<file path="config.mk">
export PLATFORM = sky130hd
export DESIGN_NAME = sample_distributor
export DESIGN_NICKNAME = d
export VERILOG_FILES = /design/src/rtl/dsp_types_pkg.sv /design/src/rtl/chan_pkg.sv /design/src/rtl/sample_distributor.sv
export VERILOG_INCLUDE_DIRS = /design/src /design/src/rtl
export SDC_FILE = /design/constraint.sdc
export NUM_CORES = 1
export LEC_CHECK = 0
export BUFFER_PORTS_ARGS = -buffer_cell sky130_fd_sc_hd__buf_2
export CORE_MARGIN = 2
export CORE_UTILIZATION = 50
export CTS_CLUSTER_SIZE = 16
export DETAILED_ROUTE_END_ITERATION = 8
export PLACE_DENSITY_LB_ADDON = 0.15
export SLEW_MARGIN = 20
export SYNTH_ARGS = -nofsm -noshare
export SYNTH_HDL_FRONTEND = slang
export SYNTH_SLANG_ARGS = --single-unit
</file>
<file path="constraint.sdc">
create_clock -name clk -period 2.77 [get_ports clk]
set_input_delay 0.277 -clock clk [delete_from_list [all_inputs] [get_ports clk]]
set_output_delay 0.277 -clock clk [all_outputs]
set_load 0.005 [all_outputs]
</file>
<file path="src/rtl/fir_cfg.svh">
`ifndef FIR_CFG_SVH
`define FIR_CFG_SVH

// Bank geometry.
`define FIR_LANES 4
`define FIR_TAPS 20
`define FIR_STEPS 5

// Accumulator bit where the 5-bit result starts.
`define FIR_RES_LSB 9

// Coefficient k weights the pair tap k plus tap 19-k.
`define FIR_C0 9'h001
`define FIR_C1 9'h1F7
`define FIR_C2 9'h1FE
`define FIR_C3 9'h00D
`define FIR_C4 9'h00E
`define FIR_C5 9'h1F2
`define FIR_C6 9'h1D9
`define FIR_C7 9'h1FD
`define FIR_C8 9'h063
`define FIR_C9 9'h0C1

`endif

</file>
<file path="src/rtl/dsp_types_pkg.sv">
package dsp_types_pkg;

	typedef logic signed [4:0] sample_t;

	typedef logic signed [8:0] coef_t;

	// One extra bit so two samples never overflow.
	typedef logic signed [5:0] pair_t;

	typedef logic signed [14:0] prod_t;

	typedef logic signed [19:0] acc_t;

	// STEPn is encoded as n plus one.
	typedef enum logic [2:0]
	{
		LANE_IDLE,
		STEP0,
		STEP1,
		STEP2,
		STEP3,
		STEP4
	} lane_step_t;

endpackage

</file>
<file path="src/rtl/chan_pkg.sv">
package chan_pkg;

	typedef logic [1:0] chan_t;

	// Sample entering the bank.
	typedef struct packed
	{
		chan_t chan;
		dsp_types_pkg::sample_t sample;
	} in_beat_t;

	// Filtered result leaving the bank.
	typedef struct packed
	{
		chan_t chan;
		dsp_types_pkg::sample_t result;
	} out_beat_t;

	// Channel of a discarded sample.
	typedef struct packed
	{
		chan_t chan;
	} drop_t;

endpackage

</file>
<file path="src/rtl/sample_distributor.sv">
`include "fir_cfg.svh"

module sample_distributor (
	input  logic                     clk,
	input  logic                     resetn,
	input  logic                     in_valid,
	input  chan_pkg::in_beat_t       in_beat,
	input  logic [`FIR_LANES-1:0]    lane_busy,
	output logic [`FIR_LANES-1:0]    lane_start,
	output dsp_types_pkg::sample_t   lane_sample,
	output logic                     drop_valid,
	output chan_pkg::drop_t          drop_beat
);
	import dsp_types_pkg::*;
	import chan_pkg::*;

	logic in_valid_q;
	in_beat_t beat_q;
	logic [`FIR_LANES-1:0] pend_valid;
	sample_t pend_sample [`FIR_LANES];
	logic rel_hit;
	chan_t rel_lane;
	chan_t new_lane;
	logic direct;
	logic to_pend;

	// Lowest waiting lane that has gone idle.
	always_comb
	begin
		rel_hit = 1'b0;
		rel_lane = '0;
		for (int i = 0; i < `FIR_LANES; i++)
		begin
			if (!rel_hit && pend_valid[i] && !lane_busy[i])
			begin
				rel_hit = 1'b1;
				rel_lane = chan_t'(i);
			end
		end
	end

	assign new_lane = beat_q.chan;
	assign direct = in_valid_q && !lane_busy[new_lane] && !pend_valid[new_lane] && !rel_hit;
	assign to_pend = in_valid_q && !direct
		&& (!pend_valid[new_lane] || (rel_hit && rel_lane == new_lane));

	always_comb
	begin
		lane_start = '0;
		if (rel_hit)
		begin
			lane_start[rel_lane] = 1'b1;
		end
		else if (direct)
		begin
			lane_start[new_lane] = 1'b1;
		end
	end

	assign lane_sample = rel_hit ? pend_sample[rel_lane] : beat_q.sample;
	assign drop_valid = in_valid_q && !direct && !to_pend;
	assign drop_beat.chan = beat_q.chan;

	always_ff @(posedge clk, negedge resetn)
	begin
		if (!resetn)
		begin
			in_valid_q <= 1'b0;
			pend_valid <= '0;
		end
		else
		begin
			in_valid_q <= in_valid;
			if (rel_hit)
			begin
				pend_valid[rel_lane] <= 1'b0;
			end
			if (to_pend)
			begin
				pend_valid[new_lane] <= 1'b1; // Refill wins over release.
			end
		end
	end

	always_ff @(posedge clk)
	begin
		beat_q <= in_beat;
		if (to_pend)
		begin
			pend_sample[new_lane] <= beat_q.sample;
		end
	end

endmodule

</file>
Word level (Yosys, flattened, before mapping)
Memory sizes are Yosys's and may differ from the RTL's.
Cells that the tools add are included.
Word-level totals
  bits in registers: 12
  memory bits (writable): 20
  input bits: 14
  output and inout bits: 12
  memories: 1
Memories
  pend_sample: depth 4, bits a word 5, rd ports 1, clocked after Yosys merged registers in 0, wr ports 1, RTL line sample_distributor.sv:20  | sample_t pend_sample [`FIR_LANES];
Operators by class
  magnitude comparators: 4
  equality and inequality tests: 1
  muxes and demuxes: 22
  bitwise gates (word level): 3
  reduce and logical (&&, ||, !) cells: 29
Operators by type and width (number)
  $logic_and 1x1->1: 16
  $mux 4: 4
  $logic_not 1->1: 12
  $mux 1: 11
  $lt 2x3->1 const B: 2
  $mux 5: 1
  $and 4x4->4: 1
  $bmux 1 s2: 2
  $demux 1 s2: 2
  $ge 2x1->1 const B: 2
  $mux 2: 2
  $not 4->4: 1
  $or 4x4->4: 1
  $eq 2x2->1: 1
  $logic_or 1x1->1: 1

Logic depth before layout (Yosys ltp)
  depth in word-level cells: 24
  depth in mapped cells: 5

Worst setup path after synthesis
No wires, ideal clock.
  path kind: flip-flop to flip-flop
  from: register beat_q, in the netlist drop_beat[0]
  to: memory pend_sample[1][0] (netlist name), enable pin
  data arrival time: 1.800 ns
  data required time: 2.389 ns
  path slack: 0.589 ns
  cell stages (with the launch flop): 6
  path buffers: 1
  path through: dfxtp_1 > buf_6 > mux4_1 > o41ai_1 > a211oi_2 > nor4_1
On the way
  longest elaborated chain between the ends: 11
  elaborated cells on any way between the ends: 17
  those cells by class: eq/ne (1); mux (6); reduce/logical (10)
RTL lines
  from (decl): RTL line sample_distributor.sv:18  | in_beat_t beat_q;
  from (signal assigned): RTL line sample_distributor.sv:87  | beat_q <= in_beat;
  $bmux 1 s2: RTL line sample_distributor.sv:43  | assign direct = in_valid_q && !lane_busy[new_lane] && !pend_valid[new_lane] && !rel_hit;
  $mux 1 (not written as such): RTL line sample_distributor.sv:43
  $logic_not 1->1: RTL line sample_distributor.sv:43
  $logic_and 1x1->1 (3 in series): RTL line sample_distributor.sv:43
  $logic_not 1->1: RTL line sample_distributor.sv:44  | assign to_pend = in_valid_q && !direct
  $logic_and 1x1->1: RTL line sample_distributor.sv:44
  $logic_and 1x1->1: RTL line sample_distributor.sv:45  | && (!pend_valid[new_lane] || (rel_hit && rel_lane == new_lane));
  $mux 1: RTL line sample_distributor.sv:88  | if (to_pend)
  $mux 1 (not written as such): RTL line sample_distributor.sv:90  | pend_sample[new_lane] <= beat_q.sample;
  to (decl): RTL line sample_distributor.sv:20
Parallel ways exist; a longest one is shown, timed or not. The select of a mux whose other input is x is not followed.

Worst setup path in the final report
  from: register beat_q, in the netlist drop_beat[0]
  to: output port lane_start[0]
On the way
  longest elaborated chain between the ends: 8
  elaborated cells on any way between the ends: 16
  those cells by class: order compare (2); mux (8); reduce/logical (6)
RTL lines
  parallel branches: the longest is 6 deep, another holds $lt 2x3->1
  $mux 4 (*): RTL line sample_distributor.sv:54  | else if (direct)
  $mux 4 (*): RTL line sample_distributor.sv:50  | if (rel_hit)
  to (decl): RTL line sample_distributor.sv:9  | output logic [`FIR_LANES-1:0] lane_start,
Every way passes the cells marked *. The select of a mux whose other input is x is not followed.

==> results.py <==
metrics = {
    "critical_path": {
        "critPathLaunchType": "flop",
        "reg2reg_from": "drop_beat[0]",
        "slowest_delay_ps": 640,
        "worst_setup_path_end_kind": "output pin",
        "path_cells": "mux4_1 -> or4_4 -> o31ai_2 -> buf_2",
        "r2r_setup_slack_ps": 600,
        "crit_slowest_cell": "mux4_1",
        "critical_path_buf_inv_count": 1,
        "cp.arrival_ps": 2270,
        "path_class": "flop to output pin",
        "critPathTopFamily": "multiplexers",
        "worstSetupStartpoint": "drop_beat[0]",
        "crit_path_max_fanout": 9,
        "reg2reg_to": "pend_sample[2][0]",
        "worstRegToRegCells": 5,
        "critical_path_required_ps": 2490,
    },
    "synthesis": {
        "yosys_warnings": 0,
        "synth_area_leaders": "edfxtp_1 43%, dfxtp_1 10%, dfrtp_1 8.9%",
        "syn_area_sq_um": 1399,
        "yosys.area.top_type": "edfxtp_1",
        "synth_edf_count": 20,
        "async_flop_share_pct": 15.63,
        "yosysUniqueCellTypes": 34,
        "synth_commonest_cells": "20 x edfxtp_1, 20 x nand2_1, 8 x nor2_1",
        "synth_seq_cells": 32,
        "synth_top_area_share_pct": 42.93,
        "synth_cells": 114,
        "ys.flop_type": "edfxtp_1",
        "yosysSeqAreaShare_pct": 61.90,
        "syn_nets": 128,
        "syn_avg_cell_area_sq_um": 12.27,
    },
    "route": {
        "ant_nets": 0,
        "wl_um": 2955,
        "dr.pass1.iters": 4,
        "wire_per_inst_um": 16.42,
        "drc": 0,
        "drt_first_iter_violations": 28,
        "num_vias": 1045,
        "via_per_inst": 5.806,
    },
    "grt": {
        "grt_max_degree": 11,
        "grt_pass1_wl_um": 4850,
        "globalRouteTotalUtil_pct": 20.08,
        "grt_pass1_vias": 988,
        "grt-ovfl-total": 0,
        "antenna_found_initial": 0,
    },
    "pwr": {
        "p_leak_nw": 0.6293,
        "p_per_area_nw_per_um2": 766.3,
        "ir_worst_vdd_uv": 427.2,
    },
    "min_path": {
        "whs_endpoint": "beat_q[3]",
        "hold_path.class": "input pin to flop",
        "hp-start": "in_beat[3]",
        "hold_path_depth": 1,
    },
    "timing": {
        "max_freq_mhz": 392.3,
        "rsz0062_at_grt": "false",
        "setup_viol": 0,
        "final.min_clock_period_ps": 2549,
        "hold_viol": 0,
        "fin_crit_sh_pct": 92.02,
        "slew_violations": 0,
        "fin_tns_setup_ps": 0,
        "relSlewSlack_pct": 56.93,
        "holdWs_ps": 46.56,
        "worstMarginPinSlew_ps": 644.8,
        "skew_ps": 15.19,
    },
    "status": {
        "status": "complete, no violations",
    },
    "cells_and_area": {
        "drive_gt1_share_pct": 28.86,
        "n_antenna_cell": 0,
        "area_delta_synth_final_pct": 16.37,
        "post-route-util_pct": 60.06,
        "final_nets": 162,
    },
    "placement": {
        "hpwl_um": 2229,
        "io_buffers": 25,
        "gp_congestion": 0.9417,
    },
    "floorplan": {
        "die_area_sq_um": 3237,
        "fp.dieH_um": 56.90,
        "rows": 19,
        "ios": 26,
        "start_util_pct": 51.62,
        "coreArea_sq_um": 2710,
        "die_w_um": 56.90,
    },
    "clock_tree": {
        "cts_max_level": 2,
        "clock_latency_ps": 330,
        "clock_sinks": 32,
        "clk_pin_slew_ps": 100,
        "clockBufferDepth": 2,
        "cts_buffers": 5,
        "cts_tree": "built",
        "ctsRootBufferMaster": "clkbuf_4",
    },
    "job": {
        "maxCapViolations": 0,
    },
}
[state kept, by name, summed over array words and instances (netlist names)]
name / count
pend_sample: 20
beat_q: 5
pend_valid: 4
drop_beat: 2
in_valid_q: 1
[worst reg2reg max path, delay by kind of cell, from the launching register on]
family                 cells  cell delay (ps)
muxes                      1              640
DFF                        1              520
AOI/OAI and AO/OA          2              280
and+or+nand+nor            1              240
buffers and inverters      1              210
[stage by stage]
| stage | cell area [sq um] | power [W] | setup WS (ps) | cells |
|---|---|---|---|---|
| 6_report | 1628 | 0.001247 | 221.1 | 180 |
| 4_1_cts | 1628 | 0.001251 | 208.5 | 180 |
| 3_3_place_gp | 1565 | 0.0009957 | 650.9 | 171 |
| 2_1_floorplan | 1399 | 0.0008484 | 589.2 | 114 |
| 5_1_grt | 1628 | 0.001329 | 83.75 | 180 |
| 3_5_place_dp | 1565 | 0.001005 | 563.3 | 171 |
[how the worst max path moves through the flow]
stage	endpoint	slack [ps]	depth (start not counted)
finish	lane_start[0]	220	4
detailed placement	lane_start[0]	560	4
CTS	lane_start[0]	210	4
global placement	lane_start[0]	650	4
global route	lane_start[0]	80	4
floorplan	pend_sample[1][0]	590	5
[cell type report]
cell class	instances	area, sq um
fillers	239	1082
flip-flops and latches	32	865.8
multi-input cells	76	486.7
repair buffers	32	180.2
clock buffers	6	41.29
well taps	31	38.79
clock inverters	2	11.26
inverters	1	3.754
[what timing repair did]
action                    CTS  global route
hold endpoints to repair    5             0
setup buffers               0             0
hold buffers                1             0
resized for setup           0             0
[power breakdown]
part,total [W],internal (W),switching (W)
combinational,0.000407,0.000172,0.000234
clock,0.000249,0.0000965,0.000153
sequential,0.000591,0.000554,0.0000378
[placed cells by master, fill, tap and decap left out, drive strengths merged, types with 3 or more instances in the layout]
| cell type | netlist | routed |
|---|---|---|
| edfxtp | 20 | 20 |
| buf | 4 | 31 |
| nor3 | 4 | 4 |
| a41oi | 5 | 5 |
| clkbuf | 1 | 6 |
| nor2 | 8 | 8 |
| nand2b | 7 | 7 |
| o41ai | 3 | 3 |
| o21ai | 6 | 6 |
| dfxtp | 7 | 7 |
| dfrtp | 5 | 5 |
| nand2 | 20 | 20 |
[cells by family (layout without fill, tap and decap cells)]
group | Yosys count | after routing | synth area share [%]
flops | 32 | 32 | 61.90
mux | 2 | 2 | 3.489
compound gates | 24 | 24 | 13.51
simple gates | 50 | 50 | 17.80
buf+inv | 6 | 41 | 3.308
[layer usage]
metal  routed length, um  vias to the layer above  global-route usage, %
li1                    -                      503                      -
met1                1358                      491                  28.68
met2                1334                       43                  28.90
met3                 203                        8                  7.143
met4                  59                        0                  5.980
met5                   0                        -                      0
(Power assumes the default switching activity.)
