**config.mk**
```make
export PLATFORM = sky130hd
export DESIGN_NAME = fir_lane
export DESIGN_NICKNAME = d
export VERILOG_FILES = /design/src/rtl/dsp_types_pkg.sv /design/src/rtl/tap_delay_line.sv /design/src/rtl/fir_lane.sv
export VERILOG_INCLUDE_DIRS = /design/src /design/src/rtl
export SDC_FILE = /design/constraint.sdc
export NUM_CORES = 1
export LEC_CHECK = 0
export CORE_MARGIN = 1
export CORE_UTILIZATION = 60
export DETAILED_ROUTE_END_ITERATION = 8
export DONT_BUFFER_PORTS = 1
export PLACE_DENSITY = 0.79
export SETUP_SLACK_MARGIN = 0.3
export SYNTH_ARGS = -nofsm -noshare
export SYNTH_HDL_FRONTEND = slang
export SYNTH_SLANG_ARGS = --single-unit
```
**constraint.sdc**
```tcl
create_clock -name clk -period 11.05 [get_ports clk]
set_input_delay 1.6575 -clock clk [delete_from_list [all_inputs] [get_ports clk]]
set_output_delay 1.6575 -clock clk [all_outputs]
set_load 0.005 [all_outputs]
```
**src/rtl/fir_cfg.svh**
```systemverilog
`ifndef FIR_CFG_SVH
`define FIR_CFG_SVH

// Bank geometry.
`define FIR_LANES 4
`define FIR_TAPS 20
`define FIR_STEPS 5

// Accumulator bit where the 5-bit result starts.
`define FIR_RES_LSB 9

// Coefficient k weights the pair tap k plus tap 19-k.
`define FIR_C0 9'h001
`define FIR_C1 9'h1F7
`define FIR_C2 9'h1FE
`define FIR_C3 9'h00D
`define FIR_C4 9'h00E
`define FIR_C5 9'h1F2
`define FIR_C6 9'h1D9
`define FIR_C7 9'h1FD
`define FIR_C8 9'h063
`define FIR_C9 9'h0C1

`endif

```
**src/rtl/dsp_types_pkg.sv**
```systemverilog
package dsp_types_pkg;

	typedef logic signed [4:0] sample_t;

	typedef logic signed [8:0] coef_t;

	// One extra bit so two samples never overflow.
	typedef logic signed [5:0] pair_t;

	typedef logic signed [14:0] prod_t;

	typedef logic signed [19:0] acc_t;

	// STEPn is encoded as n plus one.
	typedef enum logic [2:0]
	{
		LANE_IDLE,
		STEP0,
		STEP1,
		STEP2,
		STEP3,
		STEP4
	} lane_step_t;

endpackage

```
**src/rtl/tap_delay_line.sv**
```systemverilog
`include "fir_cfg.svh"

module tap_delay_line (
	input  logic                       clk,
	input  logic                       resetn,
	input  logic                       shift,
	input  dsp_types_pkg::sample_t     sample,
	input  dsp_types_pkg::lane_step_t  step,
	output dsp_types_pkg::pair_t       pair_a,
	output dsp_types_pkg::pair_t       pair_b
);
	import dsp_types_pkg::*;

	sample_t taps [`FIR_TAPS]; // Index 0 is the newest sample.
	logic [4:0] k_a;
	logic [4:0] k_b;

	always_ff @(posedge clk, negedge resetn)
	begin
		if (!resetn)
		begin
			taps <= '{default: '0};
		end
		else if (shift)
		begin
			for (int i = `FIR_TAPS - 1; i > 0; i--)
			begin
				taps[i] <= taps[i - 1];
			end
			taps[0] <= sample;
		end
	end

	always_comb
	begin
		case (step)
			STEP0: k_a = 5'd0;
			STEP1: k_a = 5'd2;
			STEP2: k_a = 5'd4;
			STEP3: k_a = 5'd6;
			STEP4: k_a = 5'd8;
			default: k_a = 5'd0;
		endcase
		k_b = k_a + 5'd1;
	end

	// Fold mirrored taps.
	assign pair_a = pair_t'(taps[k_a]) + pair_t'(taps[`FIR_TAPS - 1 - k_a]);
	assign pair_b = pair_t'(taps[k_b]) + pair_t'(taps[`FIR_TAPS - 1 - k_b]);

endmodule

```
**src/rtl/fir_lane.sv**
```systemverilog
`include "fir_cfg.svh"

module fir_lane (
	input  logic                    clk,
	input  logic                    resetn,
	input  logic                    start,
	input  dsp_types_pkg::sample_t  sample,
	output logic                    busy,
	output logic                    res_valid,
	output dsp_types_pkg::sample_t  res
);
	import dsp_types_pkg::*;

	localparam lane_step_t LAST_STEP = lane_step_t'(`FIR_STEPS);

	lane_step_t state_q;
	lane_step_t state_d;
	pair_t pair_a;
	pair_t pair_b;
	coef_t coef_a;
	coef_t coef_b;
	prod_t prod_a;
	prod_t prod_b;
	acc_t acc_q;
	acc_t acc_d;

	tap_delay_line u_tap_delay_line (
		.clk    (clk),
		.resetn (resetn),
		.shift  (start),
		.sample (sample),
		.step   (state_q),
		.pair_a (pair_a),
		.pair_b (pair_b)
	);

	always_comb
	begin
		case (state_q)
			LANE_IDLE: state_d = start ? STEP0 : LANE_IDLE;
			STEP0: state_d = STEP1;
			STEP1: state_d = STEP2;
			STEP2: state_d = STEP3;
			STEP3: state_d = STEP4;
			default: state_d = LANE_IDLE;
		endcase
	end

	always_comb
	begin
		case (state_q)
			STEP0:
			begin
				coef_a = `FIR_C0;
				coef_b = `FIR_C1;
			end
			STEP1:
			begin
				coef_a = `FIR_C2;
				coef_b = `FIR_C3;
			end
			STEP2:
			begin
				coef_a = `FIR_C4;
				coef_b = `FIR_C5;
			end
			STEP3:
			begin
				coef_a = `FIR_C6;
				coef_b = `FIR_C7;
			end
			default:
			begin
				coef_a = `FIR_C8;
				coef_b = `FIR_C9;
			end
		endcase
	end

	assign prod_a = coef_a * pair_a;
	assign prod_b = coef_b * pair_b;
	assign acc_d = ((state_q == STEP0) ? acc_t'(0) : acc_q) + acc_t'(prod_a) + acc_t'(prod_b);
	assign busy = (state_q != LANE_IDLE);

	always_ff @(posedge clk, negedge resetn)
	begin
		if (!resetn)
		begin
			state_q <= LANE_IDLE;
			res_valid <= 1'b0;
		end
		else
		begin
			state_q <= state_d;
			res_valid <= (state_q == LAST_STEP);
		end
	end

	always_ff @(posedge clk)
	begin
		if (busy)
		begin
			acc_q <= acc_d;
		end
		if (state_q == LAST_STEP)
		begin
			res <= acc_d[`FIR_RES_LSB +: $bits(sample_t)]; // Plain truncation.
		end
	end

endmodule

```
# Word-level counts from Yosys, hierarchy flattened
# Index checks and enable logic that the tools add are counted.
# W data, S select, Z words.
[totals]
reg_bits = 129
inputBits = 8
elab_cells = 66
[classes]
n_addsub = 7
multipliers = 2
n_lt_le_gt_ge = 4
eq_ne = 5
mux = 18
bitwise_logic = 4
n_reduce_logical = 2
[ops]
columns = ["operator", "n"]
rows = [
  ["$bmux W5 S5", 4],
  ["$pmux W9 S4", 2],
  ["$ge A33 B6 Y1 const B", 2],
  ["$not A32 Y33", 2],
  ["$add A20 B15 Y20", 2],
  ["$mux W5", 8],
  ["$mul A9 B6 Y15", 2],
  ["$mux W20", 1],
  ["$pmux W4 S4", 1],
  ["$pmux W3 S5", 1],
  ["$add A5 B5 Y6", 2],
  ["$ge A6 B6 Y1 const B", 2],
  ["$eq A3 B2 Y1 const B", 2],
  ["$eq A3 B3 Y1 const B", 2],
  ["$not A4 Y6", 1],
  ["$not A5 Y6", 1],
  ["$sub A5 B4 Y6 const A", 1],
  ["$sub A5 B5 Y6 const A", 1],
  ["$add A4 B1 Y5 const B", 1],
  ["$eq A3 B1 Y1 const B", 1],
  ["$logic_not A3 Y1", 1],
  ["$reduce_bool A3 Y1", 1],
  ["$mux W1", 1],
]

# Longest topological paths before layout
# Gate-level depths: netlist (run 1).
[logic_depth]
depth_word = 11
ltp_mapped = 40
depth_no_buf = 37

# Modules after synthesis
# Synthesis (run 1) repeated with hierarchy kept, for this count alone.
[unflattened]
cells_unflattened = 966
area_unflattened_um2 = 10307.4
[by_module_without_submodules]
columns = ["module", "n_inst", "cells_each", "area_per_inst_um2", "seq_area_each_um2"]
rows = [
  ["tap_delay_line", 1, 512, 5651.7, 2502.4],
  ["fir_lane", 1, 454, 4655.7, 670.6],
]

# Worst setup path before layout (run 1)
# Ideal clock, no wire load.
[synth_path]
path_kind = "flip-flop to flip-flop"
start = "register state_q[2]"
end = "register acc_q[12], data pin"
arrival_ns = 8.146
t_required_ns = 10.788
slack_ns = 2.641
path_stages_with_launch = 33
cell_sequence = "dfrtp_1 nor2b_4 nand2_1 nand2_1 buf_2 buf_1 inv_1 ha_1 or3_1 clkbuf_1 o21ai_0 o31a_1 ha_1 inv_1 fa_1 or3_1 fa_1 inv_1 fa_1 fa_1 inv_1 fa_1 inv_1 fa_1 ha_1 ha_1 a21o_1 a21oi_1 o21bai_1 a2111oi_1 o21bai_1 a21oi_1 xnor2_1"
[synth_via]
elab_chain_cells = 11
[synth_rtl]
columns = ["element", "line_no", "rtl"]
rows = [
  ["start: declaration", "fir_lane.sv:16", "lane_step_t state_q;"],
  ["start signal: assignment", "fir_lane.sv:94", "state_q <= state_d;"],
  ["$eq A3 B3 Y1 (tied with other cells)", "tap_delay_line.sv:36", "case (step)"],
  ["$pmux W4 S4", "tap_delay_line.sv:36", ""],
  ["$sub A5 B4 Y6 (no line) / $add A4 B1 Y5 (equally long branches)", "-", ""],
  ["$not A32 Y33 / $sub A5 B5 Y6 (equally long branches)", "-", ""],
  ["$bmux W5 S5 / $not A32 Y33 (equally long branches)", "tap_delay_line.sv:48, tap_delay_line.sv:49", ""],
  ["$mux W5 / $bmux W5 S5 (equally long branches)", "tap_delay_line.sv:48, tap_delay_line.sv:49", ""],
  ["$mux W5, on equally long branches", "tap_delay_line.sv:48, tap_delay_line.sv:49", ""],
  ["$add A5 B5 Y6 / $mux W5 (equally long branches)", "tap_delay_line.sv:48, tap_delay_line.sv:49", ""],
  ["$mul A9 B6 Y15 / $add A5 B5 Y6 (equally long branches)", "fir_lane.sv:80, tap_delay_line.sv:49", ""],
  ["$add A20 B15 Y20 / $mul A9 B6 Y15 (equally long branches)", "fir_lane.sv:82, fir_lane.sv:81", ""],
  ["$add A20 B15 Y20 *", "fir_lane.sv:82", "assign acc_d = ((state_q == STEP0) ? acc_t'(0) : acc_q) + acc_t'(prod_a) + acc_t'(prod_b);"],
  ["net acc_d[12]", "fir_lane.sv:25", "acc_t acc_d;"],
  ["end signal: assignment", "fir_lane.sv:103", "acc_q <= acc_d;"],
  ["end: declaration", "fir_lane.sv:24", "acc_t acc_q;"],
]
# The timed path passes the listed nets; every way through them passes the cells marked *. The select of a mux whose other input is x is not followed.
# A chain may end at the register's enable or synchronous reset.

# Worst setup path in the final report (run 1)
[layout_path]
start = "register state_q[1]"
end = "register acc_q[12], data pin"
# The elaborated chain is that of the path after synthesis.

==> results of run 1 <==
[cells in the mapped netlist, drive strengths merged, types with 13 or more instances]
cell	number
a21oi	13
a31oi	19
and2	23
buf	15
clkbuf	27
dfrtp	104
edfxtp	19
fa	101
ha	54
inv	114
mux2	101
mux2i	16
nand2	84
nand2b	14
nor2	70
o21ai	33
xnor2	23
[kinds of logic (layout without fill, tap and decap cells)]
logic type	after synthesis	count (layout)	share of synthesized area, %
muxes	117	117	13.19
AOI/OAI and AO/OA	116	116	7.930
xor gates and xnor gates	31	31	2.893
adders and majority gates	155	155	27.35
and+or+nand+nor	215	215	10.23
DFF	123	123	32.17
buffers and inverters	156	152	6.229
[layout make-up]
cell class / instances / area (um^2) / share of cell area [%]
clock inverter: 14 / 205.2 / 1.929
inverter: 114 / 427.9 / 4.024
multi-input combinational: 634 / 6075 / 57.12
timing repair buffer: 6 / 45.04 / 0.4235
tap: 216 / 270.3 / 2.541
clock buffer: 18 / 439.2 / 4.129
sequential: 123 / 3173 / 29.84
[sequential cells by signal, summed over array words and instances, names as in the netlist]
name / cells
u_tap_delay_line.taps: 100
acc_q: 14
res: 5
state_q: 3
res_valid: 1
[path summary, 6_finish.rpt]
| check | from | endpoint | slack (ns) |
|---|---|---|---|
| setup reg to reg | state_q[1] | acc_q[12] | 1.09 |
| hold / removal | u_tap_delay_line.taps[2] | u_tap_delay_line.taps[2] | 0.51 |
| min in group asynchronous | resetn | u_tap_delay_line.taps[29] | 0.92 |
| setup / recovery | state_q[1] | acc_q[12] | 1.09 |
| max in group asynchronous | resetn | u_tap_delay_line.taps[96] | 10.00 |
| hold reg to reg | u_tap_delay_line.taps[2] | u_tap_delay_line.taps[2] | 0.51 |
[worst register-to-register path, delay by kind of cell, from the launching register on]
family / cells / cell delay (ns)
buffers and inverters: 7 / 0.70
AND/OR/NAND/NOR: 5 / 1.65
flip-flops: 1 / 0.58
AO/OA/AOI/OAI: 9 / 1.98
adder cells (fa/ha/maj): 10 / 4.16
XOR/XNOR: 2 / 0.68
[through the flow]
step | instance area, um^2 | cells
detailed placement | 9991 | 1093
floorplan | 9862 | 913
global placement | 9991 | 1093
global route | 10640 | 1125
finish | 10640 | 1125
CTS | 10640 | 1125
[per-layer routing]
| layer | up-vias | part of all wire [%] | track usage, % |
|---|---|---|---|
| met5 | - | 0 | 0 |
| met4 | 0 | 2.5 | 10.40 |
| met3 | 54 | 6.7 | 5.945 |
| met2 | 267 | 48 | 41.49 |
| met1 | 3365 | 43 | 39.01 |
| li1 | 3008 | - | - |
==> impl_metrics.tcl, run 1 <==
set metrics [dict create \
    syn_avg_cell_area_um2 10.80 \
    cp.buffers_inverters 7 \
    synth-seq-cells 123 \
    finClkSkew_ns 0.01054 \
    route.detailed.drc 0 \
    start_util_pct 61.86 \
    crit_slowest_cell "a2111oi_1" \
    synth_edf_count 19 \
    ys_top_cells_by_area "dfrtp_1 26%, fa_1 21%, mux2_2 11%" \
    postCtsSetupRepairBufs 0 \
    drt_first_iter_violations 546 \
    ys_warn_count 0 \
    ant_nets 0 \
    hold_viol 0 \
    status "complete, no violations" \
    syn2layout_area_growth_pct 7.841 \
    clkSinkCount 123 \
    cts_buffers 17 \
    synthArstFlopShare_pct 84.55 \
    die-height_um 130.2 \
    worst_pin_slew_ns 1.116 \
    setup_tns_ns 0 \
    period_share_pct 90.18 \
    cts_resized 0 \
    yosysSeqAreaShare_pct 32.17 \
    slew-limit-headroom_pct 25.62 \
    endpoint_kind "register" \
    grt_max_degree 105 \
    vias 6694 \
    design.core.area_um2 15940 \
    holdPathStages 1 \
    grt_remaining_overflow 0 \
    clk_latency_ns 0.43 \
    synth_ff_type "dfrtp_1" \
    grt_use_total_pct 27.45 \
    dp_slack_ns 1.272 \
    max_freq_ghz 0.1004 \
    syn_inst 913 \
    drv_slew 0 \
    crit_path_max_incr_delay_ns 0.66 \
    dr.pass1.iters 6 \
    crit_cells 33 \
    nFillCells 1208 \
    critPathMaxFanout 30 \
    fin_nets 1059 \
    clockRootBuffer "clkbuf_16" \
    syn-cell-area_um2 9862 \
    max-cap-violations 0 \
    hold-worst-slack_ns 0.5102 \
    die_x_um 130.2 \
    path_class "register to register" \
    crit_required_ns 11.22 \
    arrival_ns 10.14 \
    setup_viol 0 \
    grt_pass1_wl_mm 34.62 \
    path_delay_family "adder cells" \
    finalCriticalPeriod_ns 9.965 \
    n_antenna_cell 0 \
    first_global_vias 6760 \
    io_pins 15 \
    rsz0062_at_grt "false" \
    routed_wl_mm 20.82 \
    num_rows 46 \
    yosysTopAreaCell "dfrtp_1" \
    final_cell_mix "114 x inv_1, 104 x dfrtp_1, 101 x fa_1, 100 x mux2_2, 83 x nand2_1" \
    drive_above_1_share_pct 16.83 \
    synth_top_area_share_pct 26.39 \
    via_per_inst 5.950 \
    cts_tree "yes" \
    syn-num-nets 1076 \
    r2r_cells 33 \
    wire_per_inst_um 18.51 \
    numPortBuffers 0 \
    cp-start-kind "register" \
    final_common_cell "inv_1" \
    antenna_found_initial 0 \
    ys_types 50 \
    path_clk_slew_ns 0.06 \
    clock_path_buffers 2 \
    dieArea_um2 16950 \
    hpwlAfterDp_mm 14.62 \
    timing.final.ws_setup_ns 1.085 \
    cts.htree.levels 4 \
    final_core_util_pct 66.71 \
    cts_hold_buf 0 \
    gp_congestion 0.8813 \
    hp-class "register to register" \
]
Power of run 1 is not shown: default switching activity piles up to over one toggle a cycle in this logic, so the estimate is an artifact.
==> inputs of run 2 (changes only) <==
--- a/config.mk
+++ b/config.mk
@@ -6,12 +6,16 @@
 export SDC_FILE = /design/constraint.sdc
 export NUM_CORES = 1
 export LEC_CHECK = 0
+export CELL_PAD_IN_SITES_DETAIL_PLACEMENT = 0
+export CELL_PAD_IN_SITES_GLOBAL_PLACEMENT = 2
 export CORE_MARGIN = 1
-export CORE_UTILIZATION = 60
+export CORE_UTILIZATION = 44
 export DETAILED_ROUTE_END_ITERATION = 8
 export DONT_BUFFER_PORTS = 1
-export PLACE_DENSITY = 0.79
+export PLACE_DENSITY = 0.84
 export SETUP_SLACK_MARGIN = 0.3
+export SLEW_MARGIN = 20
 export SYNTH_ARGS = -nofsm -noshare
 export SYNTH_HDL_FRONTEND = slang
+export SYNTH_HIERARCHICAL = 1
 export SYNTH_SLANG_ARGS = --single-unit
==> impl_metrics.tcl, run 2 <==
set metrics [dict create \
    cts.htree.levels 4 \
    dieArea_um2 24040 \
    timing.rr.start "state_q[2]" \
    cts_hold_buf 0 \
    drt_first_iter_violations 511 \
    syn-cell-area_um2 10310 \
    cpMostUsedCell "fa_1" \
    slew-limit-headroom_pct 24.44 \
    syn2layout_area_growth_pct 8.254 \
    hpwlAfterDp_mm 17.71 \
    ys_top_cells_by_area "dfrtp_1 25%, fa_1 20%, mux2_2 11%" \
    rsz0062_at_grt "false" \
    drv_slew 0 \
    max-cap-violations 0 \
    routed_wl_mm 24.36 \
    postCtsSetupRepairBufs 0 \
    cp-start-kind "register" \
    holdPathStages 1 \
    synth-seq-cells 123 \
    die-height_um 155.1 \
    hold_viol 0 \
    syn-num-nets 1129 \
    r2r_cells 26 \
    vias 6927 \
    num_rows 55 \
    critPathMaxFanout 22 \
    wire_per_inst_um 19.15 \
    arrival_ns 9.60 \
    syn_inst 966 \
    via_per_inst 5.446 \
    numPortBuffers 0 \
    synth_ff_type "dfrtp_1" \
    cts_resized 0 \
    synth_top_area_share_pct 25.25 \
    grt_max_degree 106 \
    ys_warn_count 6 \
    final_cell_mix "118 x inv_1, 104 x mux2_2, 103 x dfrtp_1, 101 x fa_1, 65 x nand2_1" \
    setup_tns_ns 0 \
    crit_required_ns 11.21 \
    min_from "u_tap_delay_line/taps[4]" \
    yosysTopAreaCell "dfrtp_1" \
    yosysSeqAreaShare_pct 30.78 \
    final_common_cell "inv_1" \
    yosysMostFrequentCell "inv_1" \
    status "complete, no violations" \
    largest_register_ffs 100 \
    grt_remaining_overflow 0 \
    hp-class "register to register" \
    syn_avg_cell_area_um2 10.67 \
    die_x_um 155.1 \
    ant_nets 0 \
    first_global_vias 6777 \
    crit_path_max_incr_delay_ns 0.71 \
    design.core.area_um2 22780 \
    cts_buffers 17 \
    clk_latency_ns 0.43 \
    start_util_pct 45.25 \
    synth_commonest_cells "118 x inv_1, 104 x dfrtp_1, 104 x mux2_2, 101 x fa_1, 65 x nand2_1" \
    clkSinkCount 123 \
    period_share_pct 85.49 \
    drive_above_1_share_pct 16.91 \
    setup_viol 0 \
    endpoint_kind "register" \
    cts_tree "yes" \
    worst_pin_slew_ns 1.133 \
    synthArstFlopShare_pct 84.55 \
    largest-register "u_tap_delay_line/taps" \
    path_clk_slew_ns 0.06 \
    reg_top3 "u_tap_delay_line/taps x100, acc_q x14, res x5" \
    dr.pass1.iters 5 \
    grt_pass1_wl_mm 39.46 \
    io_pins 15 \
    clockRootBuffer "clkbuf_16" \
    path_class "register to register" \
    ys_types 57 \
    synth_edf_count 19 \
    fin_nets 1108 \
    gp_congestion 0.8449 \
    worstHoldEndpoint "u_tap_delay_line/taps[4]" \
    reg2reg_to "acc_q[13]" \
    finalCriticalPeriod_ns 9.446 \
    grt_use_total_pct 21.73 \
    rrSetupSlack_ns 1.60 \
    clock_path_buffers 2 \
    antenna_found_initial 0 \
    crit_slowest_cell "ha_1" \
    max_freq_ghz 0.1059 \
    finClkSkew_ns 0.01333 \
    route.detailed.drc 0 \
]
-- run 2: changes by cell type after synthesis, sizes merged, moves of 7 or more --
cell   delta
nor3      +7
o21ai     +7
nand2    -17
o22a     +10
buf       +8
o22ai    +11
a31oi    -13
and2     +17
a21oi    +24
nor2     -33
-- run 2: critical path, delay by kind of cell (launching register included) --
family          cells  cell delay, ns
fa+ha+maj          10            4.67
compound gates      7            1.91
simple gates        4            0.92
xor+xnor            2            0.69
buf+inv             3            0.52
flops               1            0.48
-- run 2: metrics by stage --
stage               setup slack (ns)  utilization, %  hold WS [ns]  cell area [um^2]  instances
floorplan                      2.911               -        0.4800             10310        966
global placement               1.792           46.33        0.4885             10550       1239
detailed placement             1.729           46.33        0.4944             10550       1239
CTS                            1.700           48.96        0.5078             11150       1271
global route                   1.015           48.98        0.5241             11160       1271
finish                         1.604           48.99        0.5055             11160       1272
-- run 2: routing by layer --
| layer | up-vias | track usage, % | part of all wire, % |
|---|---|---|---|
| met5 | - | 0 | 0 |
| li1 | 3236 | - | - |
| met3 | 22 | 3.482 | 4.5 |
| met4 | 0 | 5.186 | 1.1 |
| met2 | 165 | 31.12 | 44 |
| met1 | 3504 | 34.06 | 51 |
-- run 2: cell type report --
class	count	area (um^2)
Sequential cell	123	3174
Multi-Input combinational cell	671	6451
Inverter	120	450.4
Clock inverter	14	158.9
Timing Repair Buffer	12	90.09
Antenna cell	1	2.502
Clock buffer	18	439.2
Fill cell	2079	11620
Tap cell	313	391.6
-- run 2: cells by family after synthesis --
| logic type | after synthesis | synth area share (%) |
|---|---|---|
| fa+ha+maj | 155 | 26.17 |
| simple gates | 196 | 9.602 |
| xor+xnor | 31 | 2.634 |
| flops | 123 | 30.78 |
| compound gates | 165 | 10.80 |
| buf+inv | 172 | 6.701 |
| mux | 124 | 13.30 |
-- run 2: worst max-delay path by stage --
| stage | from | end | slack, ns | cells past startpoint |
|---|---|---|---|---|
| global route | state_q[2] | acc_q[13] | 1.01 | 26 |
| CTS | state_q[2] | acc_q[13] | 1.70 | 26 |
| global placement | state_q[1] | acc_q[13] | 1.79 | 23 |
| detailed placement | state_q[1] | acc_q[13] | 1.73 | 23 |
| floorplan | state_q[1] | acc_q[13] | 2.91 | 30 |
| finish | state_q[2] | acc_q[13] | 1.60 | 26 |
Power of run 2 is left out for the same reason.
